<file path="src/design/tcm_cfg.svh">
// tcm size configuration
`ifndef TCM_CFG_SVH
`define TCM_CFG_SVH

// memory geometry shared by every tcm block
// the word index width follows from depth, see tcm_mem_pkg

// number of words in the array
`define TCM_DEPTH 1024

// data word width in bits
`define TCM_DW 32

// byte lanes per word, one mask bit each
`define TCM_MW 4

// byte address width seen by the requesters
// 10 index bits plus 2 lane offset bits
`define TCM_AW 12

// read path x handling
// 1 maps unknown read bits to zero in simulation
// 0 passes the raw array word through
`define TCM_FORCE_X2ZERO 0

`endif

</file>
<file path="src/design/tcm_mem_pkg.sv">
// tcm memory side types
`include "tcm_cfg.svh"

package tcm_mem_pkg;

  // word index width, from the array depth
  localparam int TCM_IW = $clog2(`TCM_DEPTH);

  // one stored word
  typedef logic [`TCM_DW-1:0] tcm_word_t;

  // one bit per byte lane
  typedef logic [`TCM_MW-1:0] tcm_mask_t;

  // word address into the array
  typedef logic [TCM_IW-1:0] tcm_index_t;

  // per-port command into the dual ram
  // index is valid on every cycle, loads use it too
  // wdata already has the bytes placed in their lanes
  typedef struct packed {
    // write strobe, only for valid aligned stores
    logic       we;
    // lanes to write
    tcm_mask_t  wem;
    // target word
    tcm_index_t index;
    // lane-placed store data
    tcm_word_t  wdata;
  } tcm_mem_cmd_t;

endpackage

</file>
<file path="src/design/tcm_access_pkg.sv">
// tcm access side types
`include "tcm_cfg.svh"

package tcm_access_pkg;

  // byte address as the requester sees it
  typedef logic [`TCM_AW-1:0] tcm_addr_t;

  // access opcodes
  // loads first, then stores
  typedef enum logic [2:0] {
    // signed byte load
    op_lb,
    // unsigned byte load
    op_lbu,
    // signed halfword load
    op_lh,
    // unsigned halfword load
    op_lhu,
    // word load
    op_lw,
    // byte store
    op_sb,
    // halfword store
    op_sh,
    // word store
    op_sw
  } tcm_op_e;

  // one-cycle request strobe from a port
  typedef struct packed {
    logic                valid;
    tcm_op_e             op;
    tcm_addr_t           addr;
    // store value sits in the low bits
    logic [`TCM_DW-1:0]  wdata;
  } tcm_req_t;

  // one-cycle response pulse back to the port
  typedef struct packed {
    logic                valid;
    // misaligned request
    logic                err;
    // extended load result, zero for stores
    logic [`TCM_DW-1:0]  rdata;
  } tcm_rsp_t;

endpackage

</file>
<file path="src/design/tcm_load_align.sv">
// tcm load result aligner
`timescale 1ns/1ps

module tcm_load_align (
  input  logic                     clk,
  input  logic                     rst_n,
  input  logic                     accept,
  input  tcm_access_pkg::tcm_op_e  op,
  input  logic [1:0]               offset,
  input  logic                     misaligned,
  input  tcm_mem_pkg::tcm_word_t   word,
  output tcm_access_pkg::tcm_rsp_t rsp
);
  import tcm_access_pkg::*;

  // one respond cycle per accepted request
  typedef enum logic {
    st_idle,
    st_respond
  } state_e;

  state_e      state_q;
  tcm_op_e     op_q;
  logic [1:0]  offset_q;
  logic        err_q;
  logic        respond;
  logic [7:0]  byte_sel;
  logic [15:0] half_sel;

  // back to back accepts keep it in respond
  always_ff @(posedge clk) begin
    if (!rst_n) begin
      state_q <= st_idle;
      err_q   <= 1'b0;
    end else begin
      state_q <= accept ? st_respond : st_idle;
      if (accept) begin
        err_q <= misaligned;
      end
    end
  end

  // access details for the respond cycle
  always_ff @(posedge clk) begin
    if (accept) begin
      op_q     <= op;
      offset_q <= offset;
    end
  end

  assign respond = (state_q == st_respond);

  // byte and halfword at the stored offset
  assign byte_sel = word[8*offset_q +: 8];
  assign half_sel = word[16*offset_q[1] +: 16];

  // response pulse
  // word arrives this cycle from the registered read index
  always_comb begin
    rsp.valid = respond;
    rsp.err   = respond & err_q;
    rsp.rdata = '0;
    if (respond && !err_q) begin
      case (op_q)
        op_lb:   rsp.rdata = {{24{byte_sel[7]}}, byte_sel};
        op_lbu:  rsp.rdata = {24'd0, byte_sel};
        op_lh:   rsp.rdata = {{16{half_sel[15]}}, half_sel};
        op_lhu:  rsp.rdata = {16'd0, half_sel};
        op_lw:   rsp.rdata = word;
        // stores answer with zero data
        default: rsp.rdata = '0;
      endcase
    end
  end

endmodule

</file>
<file path="config.mk">
export PLATFORM = sky130hd
export DESIGN_NAME = tcm_load_align
export DESIGN_NICKNAME = d
export VERILOG_FILES = /design/src/design/tcm_mem_pkg.sv /design/src/design/tcm_access_pkg.sv /design/src/design/tcm_load_align.sv
export VERILOG_INCLUDE_DIRS = /design/src /design/src/design
export SDC_FILE = /design/constraint.sdc
export NUM_CORES = 1
export LEC_CHECK = 0
export BUFFER_PORTS_ARGS = -buffer_cell sky130_fd_sc_hd__buf_2
export CELL_PAD_IN_SITES_DETAIL_PLACEMENT = 1
export CELL_PAD_IN_SITES_GLOBAL_PLACEMENT = 2
export CORE_ASPECT_RATIO = 1.5
export CORE_UTILIZATION = 21
export CTS_CLUSTER_DIAMETER = 80
export DETAILED_ROUTE_END_ITERATION = 10
export PLACE_DENSITY = 0.88
export SYNTH_ARGS = -nofsm -noshare
export SYNTH_HDL_FRONTEND = slang
export SYNTH_SLANG_ARGS = --single-unit
</file>
<file path="constraint.sdc">
create_clock -name clk -period 2.9 [get_ports clk]
set_input_delay 0.435 -clock clk [delete_from_list [all_inputs] [get_ports clk]]
set_output_delay 0.435 -clock clk [all_outputs]
set_load 0.05 [all_outputs]
</file>
Word level (Yosys, flattened, before mapping)
Index checks and enable logic that the tools add are counted.

Equal/unequal tests: 4. Shift operators: 2. Muxes and demuxes: 3. Bitwise logic cells: 1. Reductions and logical operators: 3.

Operators by type and width (number): one-hot mux 32 bit (5 select lines) (1); two-way mux 32 bit (1); indexed part select 32 x 6 -> 16 bit (1); indexed part select 32 x 6 -> 8 bit (1); equality test 3 x 2 -> 1 bit (second input constant) (2); equality test 3 x 1 -> 1 bit (second input constant) (1); equality test 3 bit (second input constant) (1); zero test 3 bit (1); bitwise AND 1 bit (1); logical AND 1 bit (1); zero test 1 bit (1); two-way mux 1 bit (1).

Register bits after elaboration: 7. Input port bits: 41.

Longest topological paths before layout
Depth in word-level cells: 3. Mapped depth: 5. Mapped depth without buffers: 3.

Worst setup path after synthesis
Ideal clock, no wire load.

Path kind: flip-flop to output port. Start: register op_q[1]. End: output port rsp[6] (netlist bit). Data arrival time: 2.089 ns. Data required time: 2.465 ns. Slack: 0.376 ns. Cell stages (with the launch flop): 5. Cells stage by stage: edfxtp_1 > nor3b_1 > clkbuf_1 > nand2_1 > a31oi_1.

RTL lines: start, declared (line tcm_load_align.sv:23) `tcm_op_e op_q;`; start signal, assigned (line tcm_load_align.sv:46) `op_q <= op;`; end, declared (line tcm_load_align.sv:12) `output tcm_access_pkg::tcm_rsp_t rsp`.

==> impl_metrics.py <==
metrics = {
    "timing": {
        "clock_skew_ns": 0,
        "fin_crit_ns": 2.66,
        "fin_tns_setup_ns": 0,
        "worst_slew_margin_rel_pct": 55.1,
        "tightestPinTransition_ns": 0.674,
        "final_max_slew_viol_count": 0,
        "timing.final.ws_setup_ns": 0.235,
        "fmax_mhz": 375,
        "fin_crit_sh_pct": 91.9,
        "rsz0062_at_grt": "no",
        "setup_violations": 0,
        "hold_viol_final": 0,
        "timing.hold.ws_ns": 0.393,
    },
    "critical_path": {
        "end_kind": "primary output",
        "critPathLaunchType": "flop",
        "rr_endpoint": "err_q",
        "arrival_ns": 2.23,
        "path_class": "reg2out",
        "r2r_slack_ns": 2.30,
        "slowest_stage": "mux4_2",
        "r2r_start": "err_q",
        "path_buf_inv": 1,
        "path_cells": "mux4_2, a22oi_4, a21oi_1, buf_2",
        "reg2regPathDepth": 2,
        "path_max_fanout": 16,
        "crit_required_ns": 2.47,
        "timing.critical_path.slowest_cell_delay_ns": 0.61,
        "crit_family": "compound AO/OA/AOI/OAI gates",
    },
    "grt": {
        "grt_max_degree": 33,
        "gr-usage-all-layers_pct": 16.1,
        "grt_pass1_vias": 1323,
        "grt_overflow": 0,
        "antenna_found_initial": 0,
        "grt_pass1_wl_um": 6290,
    },
    "layout": {
        "layout-drive-gt1-share_pct": 48.2,
        "area_growth_pct": 45.7,
        "fillers": 558,
        "fin_cells": 239,
        "final_nets": 235,
        "fin_util_pct": 32.3,
        "n_antenna_cell": 0,
    },
    "run_status": {
        "status": "finished with violations",
        "violations": "DRC",
    },
    "job": {
        "maxCapViolCount": 0,
    },
    "floorplanning": {
        "dieArea_sq_um": 4840,
        "ios": 75,
        "core-area_sq_um": 4320,
        "die_w_um": 57.2,
        "die_h_um": 84.7,
        "start_util_pct": 22.2,
        "std_cell_rows": 29,
    },
    "power_and_ir_drop": {
        "clkPwrFrac_pct": 28.3,
        "powerDensity_nw_per_um2": 341,
        "p_leak_nw": 0.659,
        "power.share.switching_pct": 39.1,
        "power_switching_uw": 186,
        "seqPwrFrac_pct": 27.4,
        "vdd_drop_max_v": 0.000307,
        "combPwrFrac_pct": 44.3,
        "p_int_uw": 290,
    },
    "detailed_routing": {
        "viasPerCell": 5.23,
        "drt_first_pass_iters": 7,
        "routed_wl_um": 3800,
        "vias": 1250,
        "drt_iter0_drc": 28,
        "drc": 8,
        "ant_nets": 0,
        "wl_per_cell_um": 15.9,
    },
    "placed_design": {
        "dp_cells": 235,
        "io_buffers": 74,
        "pre_cts_ws_ns": 0.425,
        "routabilityCongestion": 0.733,
        "dp_hpwl_um": 2950,
    },
    "clocking": {
        "clk_pin_slew_ns": 0.04,
        "root_buffer": "clkbuf_8",
        "insertion_delay_ns": 0.22,
        "cts_hold_buf": 0,
        "cts_max_path_buffers": 2,
        "htree_levels": 1,
        "numCtsBuffers": 3,
        "cts_tree": "yes",
        "post_cts_resized": 0,
        "post_cts_buffers": 0,
        "cts_sinks": 7,
    },
    "min_path": {
        "hold_path_class": "in2reg",
        "hp-start": "op[0]",
        "hold_depth": 1,
        "hold_path_end": "op_q[0]",
    },
    "synthesis": {
        "yosysWarnings": 0,
        "ys_seq_area_share_pct": 19.8,
        "synth_cell_type_count": 27,
        "syn_area_per_cell_sq_um": 7.73,
        "yosys_register_bits": 7,
        "synth_nets": 165,
        "syn_inst": 124,
        "syn_area_sq_um": 958,
    },
}
stage by stage:
stage	area, sq um	power (mW)
global route	1400	0.506
detailed placement	1350	0.345
global placement	1350	0.341
floorplan	958	0.275
finish	1400	0.476
CTS	1400	0.482
per-layer routing:
layer	GRT usage, %	vias up	share of wire, %
met3	1.69	4	4.8
met1	20.3	590	41
li1	-	611	-
met4	3.77	0	1.1
met5	0	-	0
met2	29.0	45	53
power groups by stage:
| stage | Sequential [mW] | Clock, mW | Combinational [mW] |
|---|---|---|---|
| floorplan | 0.121 | 0 | 0.154 |
| global placement | 0.132 | 0 | 0.209 |
| detailed placement | 0.132 | 0 | 0.213 |
| CTS | 0.131 | 0.138 | 0.213 |
| global route | 0.132 | 0.143 | 0.231 |
| finish | 0.131 | 0.135 | 0.211 |
registers in the layout, summed over array words and instances, names as in the netlist:
signal / cells
respond: 1
op_q: 3
offset_q: 2
err_q: 1
cells by family after synthesis:
group	Yosys count	synth area share, %
compound gates	49	32.8
mux	18	21.3
flops	7	19.8
buf+inv	13	7.31
simple gates	37	18.8
cells in the mapped netlist:
| library cell | number | share of area [%] |
|---|---|---|
| o21ai_0 | 1 | 0.52 |
| nor3b_1 | 1 | 0.78 |
| or3_1 | 7 | 4.6 |
| a22oi_1 | 8 | 6.3 |
| nand2_1 | 18 | 7.0 |
| buf_4 | 1 | 0.78 |
| a22oi_4 | 1 | 2.2 |
| mux2_2 | 9 | 11 |
| and2_1 | 2 | 1.3 |
| a32oi_1 | 6 | 5.5 |
| nand2b_1 | 2 | 1.3 |
| nand3_1 | 1 | 0.52 |
| a31oi_1 | 1 | 0.65 |
| clkbuf_1 | 7 | 2.7 |
| nor2b_1 | 3 | 2.0 |
| buf_1 | 1 | 0.39 |
| buf_2 | 2 | 1.0 |
| edfxtp_1 | 5 | 16 |
| a222oi_1 | 1 | 1.0 |
| a211o_1 | 1 | 0.91 |
| a21oi_1 | 30 | 16 |
| mux2i_1 | 8 | 8.4 |
| nor3_1 | 1 | 0.52 |
| dfxtp_1 | 2 | 4.2 |
| mux4_2 | 1 | 2.3 |
| buf_6 | 2 | 2.3 |
| nor2_1 | 2 | 0.78 |
area by class of cell:
class / count / area, sq um / share of cell area (%)
multi-input combinational: 104 / 703 / 50.4
clock buffer: 4 / 45.0 / 3.23
timing repair buffer: 78 / 400 / 28.7
tap: 46 / 57.6 / 4.12
sequential: 7 / 190 / 13.6
how the worst max path moves through the flow:
stage,slack (ns),cells after the start,to,startpoint
after global placement,0.45,4,rsp[31],offset_q[1]
after floorplan,0.38,4,rsp[6],op_q[1]
after global routing,0.08,4,rsp[31],offset_q[1]
after detailed placement,0.42,4,rsp[31],offset_q[1]
final,0.24,4,rsp[31],offset_q[1]
after CTS,0.18,4,rsp[31],offset_q[1]
cells in the final DEF, fill, tap and decap left out, types with 3 or more instances in the layout:
master / Yosys / layout
a32oi_1: 6 / 6
mux2_2: 9 / 9
a21oi_1: 30 / 30
a22oi_1: 8 / 8
clkbuf_8: 0 / 3
nor2b_1: 3 / 3
buf_4: 1 / 4
or3_1: 7 / 7
buf_2: 2 / 74
nand2_1: 18 / 18
edfxtp_1: 5 / 5
mux2i_1: 8 / 8
Note: power is estimated with default switching activity, not from simulation.
