==> src/design/tcm_cfg.svh <==
// tcm size configuration
`ifndef TCM_CFG_SVH
`define TCM_CFG_SVH

// memory geometry shared by every tcm block
// the word index width follows from depth, see tcm_mem_pkg

// number of words in the array
`define TCM_DEPTH 1024

// data word width in bits
`define TCM_DW 32

// byte lanes per word, one mask bit each
`define TCM_MW 4

// byte address width seen by the requesters
// 10 index bits plus 2 lane offset bits
`define TCM_AW 12

// read path x handling
// 1 maps unknown read bits to zero in simulation
// 0 passes the raw array word through
`define TCM_FORCE_X2ZERO 0

`endif

==> src/design/tcm_mem_pkg.sv <==
// tcm memory side types
`include "tcm_cfg.svh"

package tcm_mem_pkg;

  // word index width, from the array depth
  localparam int TCM_IW = $clog2(`TCM_DEPTH);

  // one stored word
  typedef logic [`TCM_DW-1:0] tcm_word_t;

  // one bit per byte lane
  typedef logic [`TCM_MW-1:0] tcm_mask_t;

  // word address into the array
  typedef logic [TCM_IW-1:0] tcm_index_t;

  // per-port command into the dual ram
  // index is valid on every cycle, loads use it too
  // wdata already has the bytes placed in their lanes
  typedef struct packed {
    // write strobe, only for valid aligned stores
    logic       we;
    // lanes to write
    tcm_mask_t  wem;
    // target word
    tcm_index_t index;
    // lane-placed store data
    tcm_word_t  wdata;
  } tcm_mem_cmd_t;

endpackage

==> src/design/tcm_access_pkg.sv <==
// tcm access side types
`include "tcm_cfg.svh"

package tcm_access_pkg;

  // byte address as the requester sees it
  typedef logic [`TCM_AW-1:0] tcm_addr_t;

  // access opcodes
  // loads first, then stores
  typedef enum logic [2:0] {
    // signed byte load
    op_lb,
    // unsigned byte load
    op_lbu,
    // signed halfword load
    op_lh,
    // unsigned halfword load
    op_lhu,
    // word load
    op_lw,
    // byte store
    op_sb,
    // halfword store
    op_sh,
    // word store
    op_sw
  } tcm_op_e;

  // one-cycle request strobe from a port
  typedef struct packed {
    logic                valid;
    tcm_op_e             op;
    tcm_addr_t           addr;
    // store value sits in the low bits
    logic [`TCM_DW-1:0]  wdata;
  } tcm_req_t;

  // one-cycle response pulse back to the port
  typedef struct packed {
    logic                valid;
    // misaligned request
    logic                err;
    // extended load result, zero for stores
    logic [`TCM_DW-1:0]  rdata;
  } tcm_rsp_t;

endpackage

==> src/design/tcm_req_decode.sv <==
// tcm request decoder
`timescale 1ns/1ps
`include "tcm_cfg.svh"

module tcm_req_decode (
  input  tcm_access_pkg::tcm_req_t  req,
  input  logic                      en,
  output tcm_mem_pkg::tcm_mem_cmd_t cmd,
  output tcm_access_pkg::tcm_op_e   op_q_src,
  output logic [1:0]                offset,
  output logic                      misaligned
);
  import tcm_mem_pkg::*;
  import tcm_access_pkg::*;

  logic      is_store;
  logic      size_half;
  logic      size_word;
  tcm_mask_t lane_mask;
  tcm_word_t lane_data;

  // opcode to size and direction
  always_comb begin
    is_store  = 1'b0;
    size_half = 1'b0;
    size_word = 1'b0;
    case (req.op)
      op_lh, op_lhu: size_half = 1'b1;
      op_lw:         size_word = 1'b1;
      op_sb:         is_store  = 1'b1;
      op_sh: begin
        is_store  = 1'b1;
        size_half = 1'b1;
      end
      op_sw: begin
        is_store  = 1'b1;
        size_word = 1'b1;
      end
      default: ;
    endcase
  end

  // byte lane within the word
  assign offset = req.addr[1:0];

  // halfword needs bit 0 clear, word needs both clear
  assign misaligned = (size_half & offset[0]) | (size_word & (|offset));

  // lane mask and replicated store data
  always_comb begin
    if (size_word) begin
      lane_mask = '1;
      lane_data = req.wdata;
    end else if (size_half) begin
      // upper or lower half of the word
      lane_mask = offset[1] ? 4'b1100 : 4'b0011;
      lane_data = {2{req.wdata[15:0]}};
    end else begin
      lane_mask = tcm_mask_t'(1) << offset;
      lane_data = {4{req.wdata[7:0]}};
    end
    // no lanes for loads or bad alignment
    if (misaligned || !is_store) begin
      lane_mask = '0;
    end
  end

  // command into the ram, index always follows the address
  assign cmd.we    = en & req.valid & is_store & ~misaligned;
  assign cmd.wem   = lane_mask;
  assign cmd.index = req.addr[`TCM_AW-1:2];
  assign cmd.wdata = lane_data;

  // forwarded to the load aligner
  assign op_q_src = req.op;

endmodule

==> config.mk <==
export PLATFORM = sky130hd
export DESIGN_NAME = tcm_req_decode
export DESIGN_NICKNAME = d
export VERILOG_FILES = /design/src/design/tcm_mem_pkg.sv /design/src/design/tcm_access_pkg.sv /design/src/design/tcm_req_decode.sv
export VERILOG_INCLUDE_DIRS = /design/src /design/src/design
export SDC_FILE = /design/constraint.sdc
export NUM_CORES = 1
export LEC_CHECK = 0
export BUFFER_PORTS_ARGS = -buffer_cell sky130_fd_sc_hd__buf_2
export CORE_UTILIZATION = 35
export DETAILED_ROUTE_END_ITERATION = 7
export PLACE_DENSITY_LB_ADDON = 0.08
export SETUP_SLACK_MARGIN = 0.02
export SYNTH_ARGS = -nofsm -noshare
export SYNTH_HDL_FRONTEND = slang
export SYNTH_SLANG_ARGS = --single-unit
==> constraint.sdc <==
create_clock -name vclk -period 1.4
set_input_delay 0.21 -clock vclk [all_inputs]
set_output_delay 0.21 -clock vclk [all_outputs]
set_load 0.02 [all_outputs]
# Yosys cells after proc, flatten, opt, wreduce, memory -nomap -nowiden
# Index checks and enable logic that the tools add are counted.
# W data, S select, Z words.
# op_classes
n_eq_ne	6
shift	1
muxes	9
n_bitwise	7
n_reduce_logical	6
# ops
op	count
$mux W32	2
$mux W4	4
$eq A3 B3 Y1 const B	4
$eq A3 B2 Y1 const B	2
$reduce_or A3 Y1	2
$and A1 B1 Y1	5
$reduce_or A2 Y1	2
$shl A1 B2 Y4 const A	1
$mux W1	3
$logic_not A1 Y1	1
$logic_or A1 B1 Y1	1
$not A1 Y1	1
$or A1 B1 Y1	1
# totals
reg_bits	0
in_bits	49
output_inout_bits	53
wordCells	29

# Depth between registers and ports, before layout
# Gate-level depths: netlist of the first run.
# depth
depth_word	7
mapped_depth	5
mapped_depth_nobuf	3

# Least setup slack after synthesis of the first run
# No wires, ideal clock.
# synth_timing
path_type	input to output
startpoint	input port req[46] (netlist name)
endpoint	output port cmd[24] (netlist name)
arrival_time_ns	1.307
required_time_ns	1.190
slack_ns	-0.117
stages	4
n_path_buf	2
cell_sequence	buf_4 and2_1 clkbuf_1 o32ai_1
# synth_lines
element	line_no	text
start, declared	tcm_req_decode.sv:6	input tcm_access_pkg::tcm_req_t req,
end, declared	tcm_req_decode.sv:8	output tcm_mem_pkg::tcm_mem_cmd_t cmd,

==> results.toml, run 1 <==
[placement]
portBuffers = 82
gp_congestion = 0.808
detailed_place_hpwl_um = 2200
dpl_cell_area_mm2 = 0.00124
pre_cts_slack_ns = -0.110

[synth]
yosysTopAreaCell = "buf_4"
syn-cell-area_um2 = 871
yosysMostFrequentCell = "buf_4"
ys_top_cells_by_count = "buf_4 (24), nor2b_1 (17), mux2_2 (16)"
postSynthAreaPerCell_um2 = 7.44
synth_nets = 166
synth_top_area_share = 0.207
synthDistinctLibCells = 30
ys_top_cells_by_area = "buf_4 (21%), mux2_2 (21%), nor2b_1 (12%)"
syn_inst = 117
ys_seq_area_frac = 0
ys_warn_count = 0

[setup_path]
cp_data_required_time_ns = 1.19
crit_type = "input pin to output pin"
critPathLaunchType = "input pin"
cp_max_fo = 6
crit_arrival_ns = 1.23
cp-end-kind = "output pin"

[cells_and_area]
fillCellCount = 208
num_antenna_cells = 0
ff_latch_area_um2 = 0
layout-drive-gt1-share = 0.706
design_area_mm2 = 0.00151
area_delta_synth_final_pct = 73.3
seq_cell_count = 0
final_util = 0.663
nClkBuffers = 0
finalNetCount = 231

[sta]
drv_slew = 0
worst_pin_slew_ns = 0.257
fin_setup_tns_ns = -0.294
setup_viol = 13
setup_ws_ns = -0.0435
finalCritPeriodShare = 1.03
relSlewSlack = 0.828
rsz0062_at_grt = "yes"
hold_viol = 0
max_freq_ghz = 0.693
fin_crit_ns = 1.44

[grt]
grt_max_degree = 19
grt_overflow = 0
grt_pass1_vias = 986
antenna_found_initial = 0
grt_pass1_wl_um = 4280
grt.total_usage = 0.202

[job]
maxCapViolCount = 0

[power]
pwr-share-seq = 0
p_leak_nw = 0.758
clkPwrFrac = 0
ir_worst_vdd_v = 0.000226
powerDensity_mw_per_mm2 = 434
switching_share = 0.488
power.total_uw = 655
switchingPower_uw = 320
combPwrFrac = 1.000
p_int_uw = 335

[floorplan]
design.core.area_mm2 = 0.00228
start_util = 0.383
die_area_mm2 = 0.00269
io_pins = 102
die_w_um = 51.9
die_y_um = 51.9
num_rows = 17

[status]
violations = "setup timing"
status = "complete, but fails checks"

[route]
vias = 1096
drc_errors = 0
firstDrtPassIters = 3
ant_nets = 0
drtIter0Drc = 13
finalWirelength_um = 3010
viasPerCell = 5.27
wire_per_inst_um = 14.5

[clocking]
hold_buffers = 0

[min_path]
min_path_type = "input pin to output pin"
==> power by group through the flow <==
stage                     Sequential, mW  Combinational, mW  Clock [mW]
after floorplan                        0              0.381           0
after global placement                 0              0.525           0
after detailed placement               0              0.530           0
after CTS                              0              0.638           0
after global routing                   0              0.693           0
final                                  0              0.655           0
==> what timing repair did <==
item,in CTS,in global routing
setup endpoints to repair,24,24
buffers inserted,1,0
gates resized for setup,62,6
hold endpoints to repair,0,0
gates cloned,0,1
pin swaps,6,7
==> worst paths after layout <==
kind / from / end / cells past startpoint
worst min-delay path: req[34] / cmd[32] / 0
worst max-delay path: req[45] / cmd[18] / 6
==> metrics by stage <==
stage,instances,hold slack (ns)
after CTS,207,0.420
final,208,0.420
after floorplan,117,0.533
after detailed placement,206,0.420
after global routing,208,0.420
after global placement,206,0.420
==> layer usage <==
metal | vias up | track usage | share of wire
met3 | 6 | 0.00585 | 0.066
met1 | 503 | 0.257 | 0.40
met4 | 0 | 0.0450 | 0.015
met5 | - | 0 | 0
li1 | 535 | - | -
met2 | 52 | 0.370 | 0.52
==> cell usage in the layout, fill, tap and decap left out, types with 2 or more instances in the layout <==
cell,n
buf_2,61
o32ai_2,2
nand2_1,2
inv_1,2
buf_8,2
o32ai_1,6
buf_6,20
buf_12,4
o22ai_1,9
mux2_4,16
nor2b_1,16
a31oi_1,9
nand3_1,3
buf_4,9
==> final cells by class <==
cell class	instances	area, um2	area share
tap	28	35.0	0.0232
timing repair buffer	97	733	0.486
inverter	3	11.3	0.00746
multi-input combinational	80	729	0.483
==> worst max-delay path: stages <==
cell	delay (ns)
buf_8	0.11
and2_4	0.16
o21ai_4	0.16
buf_12	0.15
mux2_4	0.31
buf_6	0.13
==> cell families after synthesis <==
logic type,count (synthesis),share of synthesized area
compound gates,32,0.276
mux,17,0.218
xor+xnor,1,0.0101
simple gates,30,0.213
buf+inv,37,0.283
No activity file was read; power rests on OpenSTA's default activity.
==> run 2, diff against run 1 <==
--- a/config.mk
+++ b/config.mk
@@ -9,7 +9,7 @@
 export BUFFER_PORTS_ARGS = -buffer_cell sky130_fd_sc_hd__buf_2
 export CORE_UTILIZATION = 35
 export DETAILED_ROUTE_END_ITERATION = 7
-export PLACE_DENSITY_LB_ADDON = 0.08
+export PLACE_DENSITY = 0.93
 export SETUP_SLACK_MARGIN = 0.02
 export SYNTH_ARGS = -nofsm -noshare
 export SYNTH_HDL_FRONTEND = slang
==> run 2 against run 1 <==
- the run still ends with setup timing left
- non-clock buffer count up 3
- utilization up 0.93 points
- power up 1.2%
- global-route usage down 0.24 points
==> results.toml, run 2 (synthesized netlist as in run 1, its figures left out) <==
[grt]
grt_max_degree = 19
grt_pass1_vias = 996
grt_overflow = 0
antenna_found_initial = 0
grt_pass1_wl_um = 4240
grt.total_usage = 0.199

[min_path]
whs_path_depth = 0
hp-start = "req[35]"
min_path_type = "input pin to output pin"
hold_end = "cmd[33]"

[setup_path]
critPathLaunchType = "input pin"
cp-end-kind = "output pin"
crit_type = "input pin to output pin"
crit_arrival_ns = 1.23
cp_max_fo = 5
cp_data_required_time_ns = 1.19

[sta]
whs_ns = 0.420
relSlewSlack = 0.862
rsz0062_at_grt = "yes"
finalCritPeriodShare = 1.03
setup_viol = 8
setup_ws_ns = -0.0357
max_freq_ghz = 0.697
fin_crit_ns = 1.44
worst_pin_slew_ns = 0.201
drv_slew = 0
hold_viol = 0

[floorplan]
start_util = 0.383
die_area_mm2 = 0.00269
die_y_um = 51.9
io_pins = 102
die_w_um = 51.9
num_rows = 17
design.core.area_mm2 = 0.00228

[route]
viasPerCell = 5.31
firstDrtPassIters = 4
vias = 1121
wire_per_inst_um = 14.4
ant_nets = 0
finalWirelength_um = 3040
drc_errors = 0
drtIter0Drc = 10

[power]
clkPwrFrac = 0
combPwrFrac = 1.000
p_leak_nw = 0.771
powerDensity_mw_per_mm2 = 433
switchingPower_uw = 326
pwr-share-seq = 0
p_int_uw = 336
switching_share = 0.493
power.total_uw = 662
ir_worst_vdd_v = 0.000244

[placement]
detailed_place_hpwl_um = 2060
dpl.cell_count = 206
gp_congestion = 0.837
portBuffers = 82

[status]
violations = "setup timing"
status = "complete, but fails checks"

[cells_and_area]
area_delta_synth_final_pct = 75.7
seq_cell_count = 0
final_cells = 211
finalNetCount = 234
final_util = 0.672
fillCellCount = 197
layout_commonest_cell = "buf_2"
layout-drive-gt1-share = 0.727
ff_latch_area_um2 = 0
nClkBuffers = 0
layout_common_cells = "buf_2 (58), buf_6 (26), nor2b_1 (16), mux2_4 (16), buf_4 (14)"
num_antenna_cells = 0

[clocking]
hold_buffers = 0

[job]
maxCapViolCount = 0
[run 2: how the worst max path moves through the flow]
stage / slack [ns] / cells after the start / from / endpoint
2_1_floorplan: -0.12 / 4 / req[46] / cmd[24]
3_3_place_gp: -0.11 / 6 / req[45] / cmd[19]
3_5_place_dp: -0.14 / 6 / req[45] / cmd[18]
4_1_cts: -0.10 / 7 / req[44] / cmd[19]
5_1_grt: -0.06 / 6 / req[45] / cmd[18]
6_report: -0.04 / 6 / req[44] / cmd[18]
[run 2: cell type report]
| class | instances | area [um2] | area share |
|---|---|---|---|
| Inverter | 3 | 13.8 | 0.00899 |
| Multi-Input combinational cell | 80 | 758 | 0.496 |
| Tap cell | 28 | 35.0 | 0.0229 |
| Timing Repair Buffer | 100 | 723 | 0.473 |
[run 2: through the flow]
step,setup WS (ns),TNS [ns],instance area (um2)
global route,-0.0599,-0.419,1530
floorplan,-0.117,-0.937,881
detailed placement,-0.136,-1.22,1200
global placement,-0.114,-1.01,1200
finish,-0.0357,-0.152,1530
CTS,-0.100,-0.833,1470
[run 2: what timing repair did]
action	in CTS	in global routing
setup endpoints to repair	24	28
buffers inserted	4	2
pin swaps	5	8
gates cloned	1	0
resized for setup	64	21
[run 2: power by group through the flow]
stage	combinational (mW)	clock, mW	sequential [mW]
after floorplan	0.381	0	0
after global placement	0.505	0	0
after detailed placement	0.513	0	0
after CTS	0.636	0	0
after global routing	0.700	0	0
final	0.662	0	0
[run 2: worst max-delay path, stage by stage]
cell	delay, ns
buf_8	0.10
and2_4	0.16
o21ai_4	0.14
buf_6	0.16
mux2_4	0.31
buf_6	0.13
[run 2: layer usage]
metal  track usage  vias up  wire length, um
li1              -      540                -
met1         0.240      523             1200
met2         0.378       54             1560
met3        0.0175        4              235
met4        0.0360        0               42
met5             0        -                0
==> run 3, diff against run 2 <==
==> constraint.sdc (replaced) <==
create_clock -name vclk -period 1.4
set_input_delay 0 -clock vclk [all_inputs]
set_output_delay 0 -clock vclk [all_outputs]
set_load 0.02 [all_outputs]
==> run 3 against run 2 <==
- the run now ends clean
- highest routed layer is now met3
- setup slack gained 0.20 ns
- sequential share of layout area is the same
- design area shrank 28%
- critical endpoint is now cmd[23]
- combinational power shrank 28%
==> results.toml, run 3 (synthesized netlist as in run 1, its figures left out) <==
[route]
drtIter0Drc = 9
wire_per_inst_um = 13.0
ant_nets = 0
viasPerCell = 5.20
finalWirelength_um = 2550
firstDrtPassIters = 3
drc_errors = 0
vias = 1019

[floorplan]
die_w_um = 51.9
io_pins = 102
num_rows = 17
die_y_um = 51.9
design.core.area_mm2 = 0.00228
start_util = 0.383
die_area_mm2 = 0.00269

[sta]
hold_viol = 0
setup_viol = 0
fin_crit_ns = 1.24
whs_ns = 0.00000885
relSlewSlack = 0.757
drv_slew = 0
rsz0062_at_grt = "no"
worst_pin_slew_ns = 0.362
fin_setup_tns_ns = 0
finalCritPeriodShare = 0.886
max_freq_ghz = 0.806

[cells_and_area]
layout-drive-gt1-share = 0.637
finalNetCount = 219
layout_common_cells = "buf_2 (82), nor2b_1 (17), mux2_2 (16)"
ff_latch_area_um2 = 0
design_area_mm2 = 0.00110
seq_cell_count = 0
area_delta_synth_final_pct = 26.7
num_antenna_cells = 0
layout_commonest_cell = "buf_2"
nClkBuffers = 0
final_cells = 196

[clocking]
hold_buffers = 0
ctsResizeCount = 0
post_cts_buffers = 0

[grt]
grt_pass1_wl_um = 3660
grt_max_degree = 19
grt_overflow = 0
grt_pass1_vias = 835
grt.total_usage = 0.173
antenna_found_initial = 0

[power]
ir_worst_vdd_v = 0.000211
p_leak_nw = 0.538
powerDensity_mw_per_mm2 = 434
power.total_uw = 479

[placement]
gp_congestion = 0.741
detailed_place_hpwl_um = 1980
portBuffers = 82
dpl_cell_area_mm2 = 0.00110
dpl.cell_count = 196

[job]
maxCapViolCount = 0

[setup_path]
crit_type = "input pin to output pin"
cp-end-kind = "output pin"
cp_data_required_time_ns = 1.40
crit_arrival_ns = 1.24
cp_max_fo = 15
critPathLaunchType = "input pin"

[min_path]
min_path_type = "input pin to output pin"
whs_path_depth = 0

[status]
status = "finished clean"
==> run 3: cell count changes in the layout (fill, tap and decap cells not counted), moves of 2 or more <==
cell	delta
o32ai_2	-3
o22ai_1	+2
o32ai_1	+3
buf_6	-26
o22ai_2	-2
buf_4	-11
mux2_4	-16
buf_2	+24
mux2_2	+16
==> run 3: final timing paths <==
kind / from / end / slack [ns]
worst max-delay path: req[45] / cmd[23] / 0.16
worst min-delay path: req[37] / cmd[35] / 0.000009
==> run 3: metrics by stage <==
stage	util	setup WS, ns
after global placement	0.485	0.163
after global routing	0.485	0.0355
final	0.485	0.160
after CTS	0.485	0.131
after detailed placement	0.485	0.141
after floorplan	-	0.303
==> run 3: layout make-up <==
class / instances / area [um2]
inverter: 3 / 11.3
fill: 238 / 1170
multi-input combinational: 80 / 624
tap: 28 / 35.0
timing repair buffer: 85 / 433
==> run 3: where the power goes <==
part	leakage (nW)	switching (mW)	internal, mW
combinational	0.538	0.279	0.199
sequential	0	0	0
clock	0	0	0
==> run 3: critical path: stages <==
cell and delay, ns:
buf_2 0.19, and2_4 0.20, o21ai_4 0.31, mux2_2 0.38
buf_2 0.16
==> run 3: layer usage <==
layer,global-route usage,up-vias,wire length (um)
met3,0.0146,0,196
met5,0,-,0
met1,0.198,448,1080
met2,0.357,55,1280
li1,-,516,-
met4,0,0,0
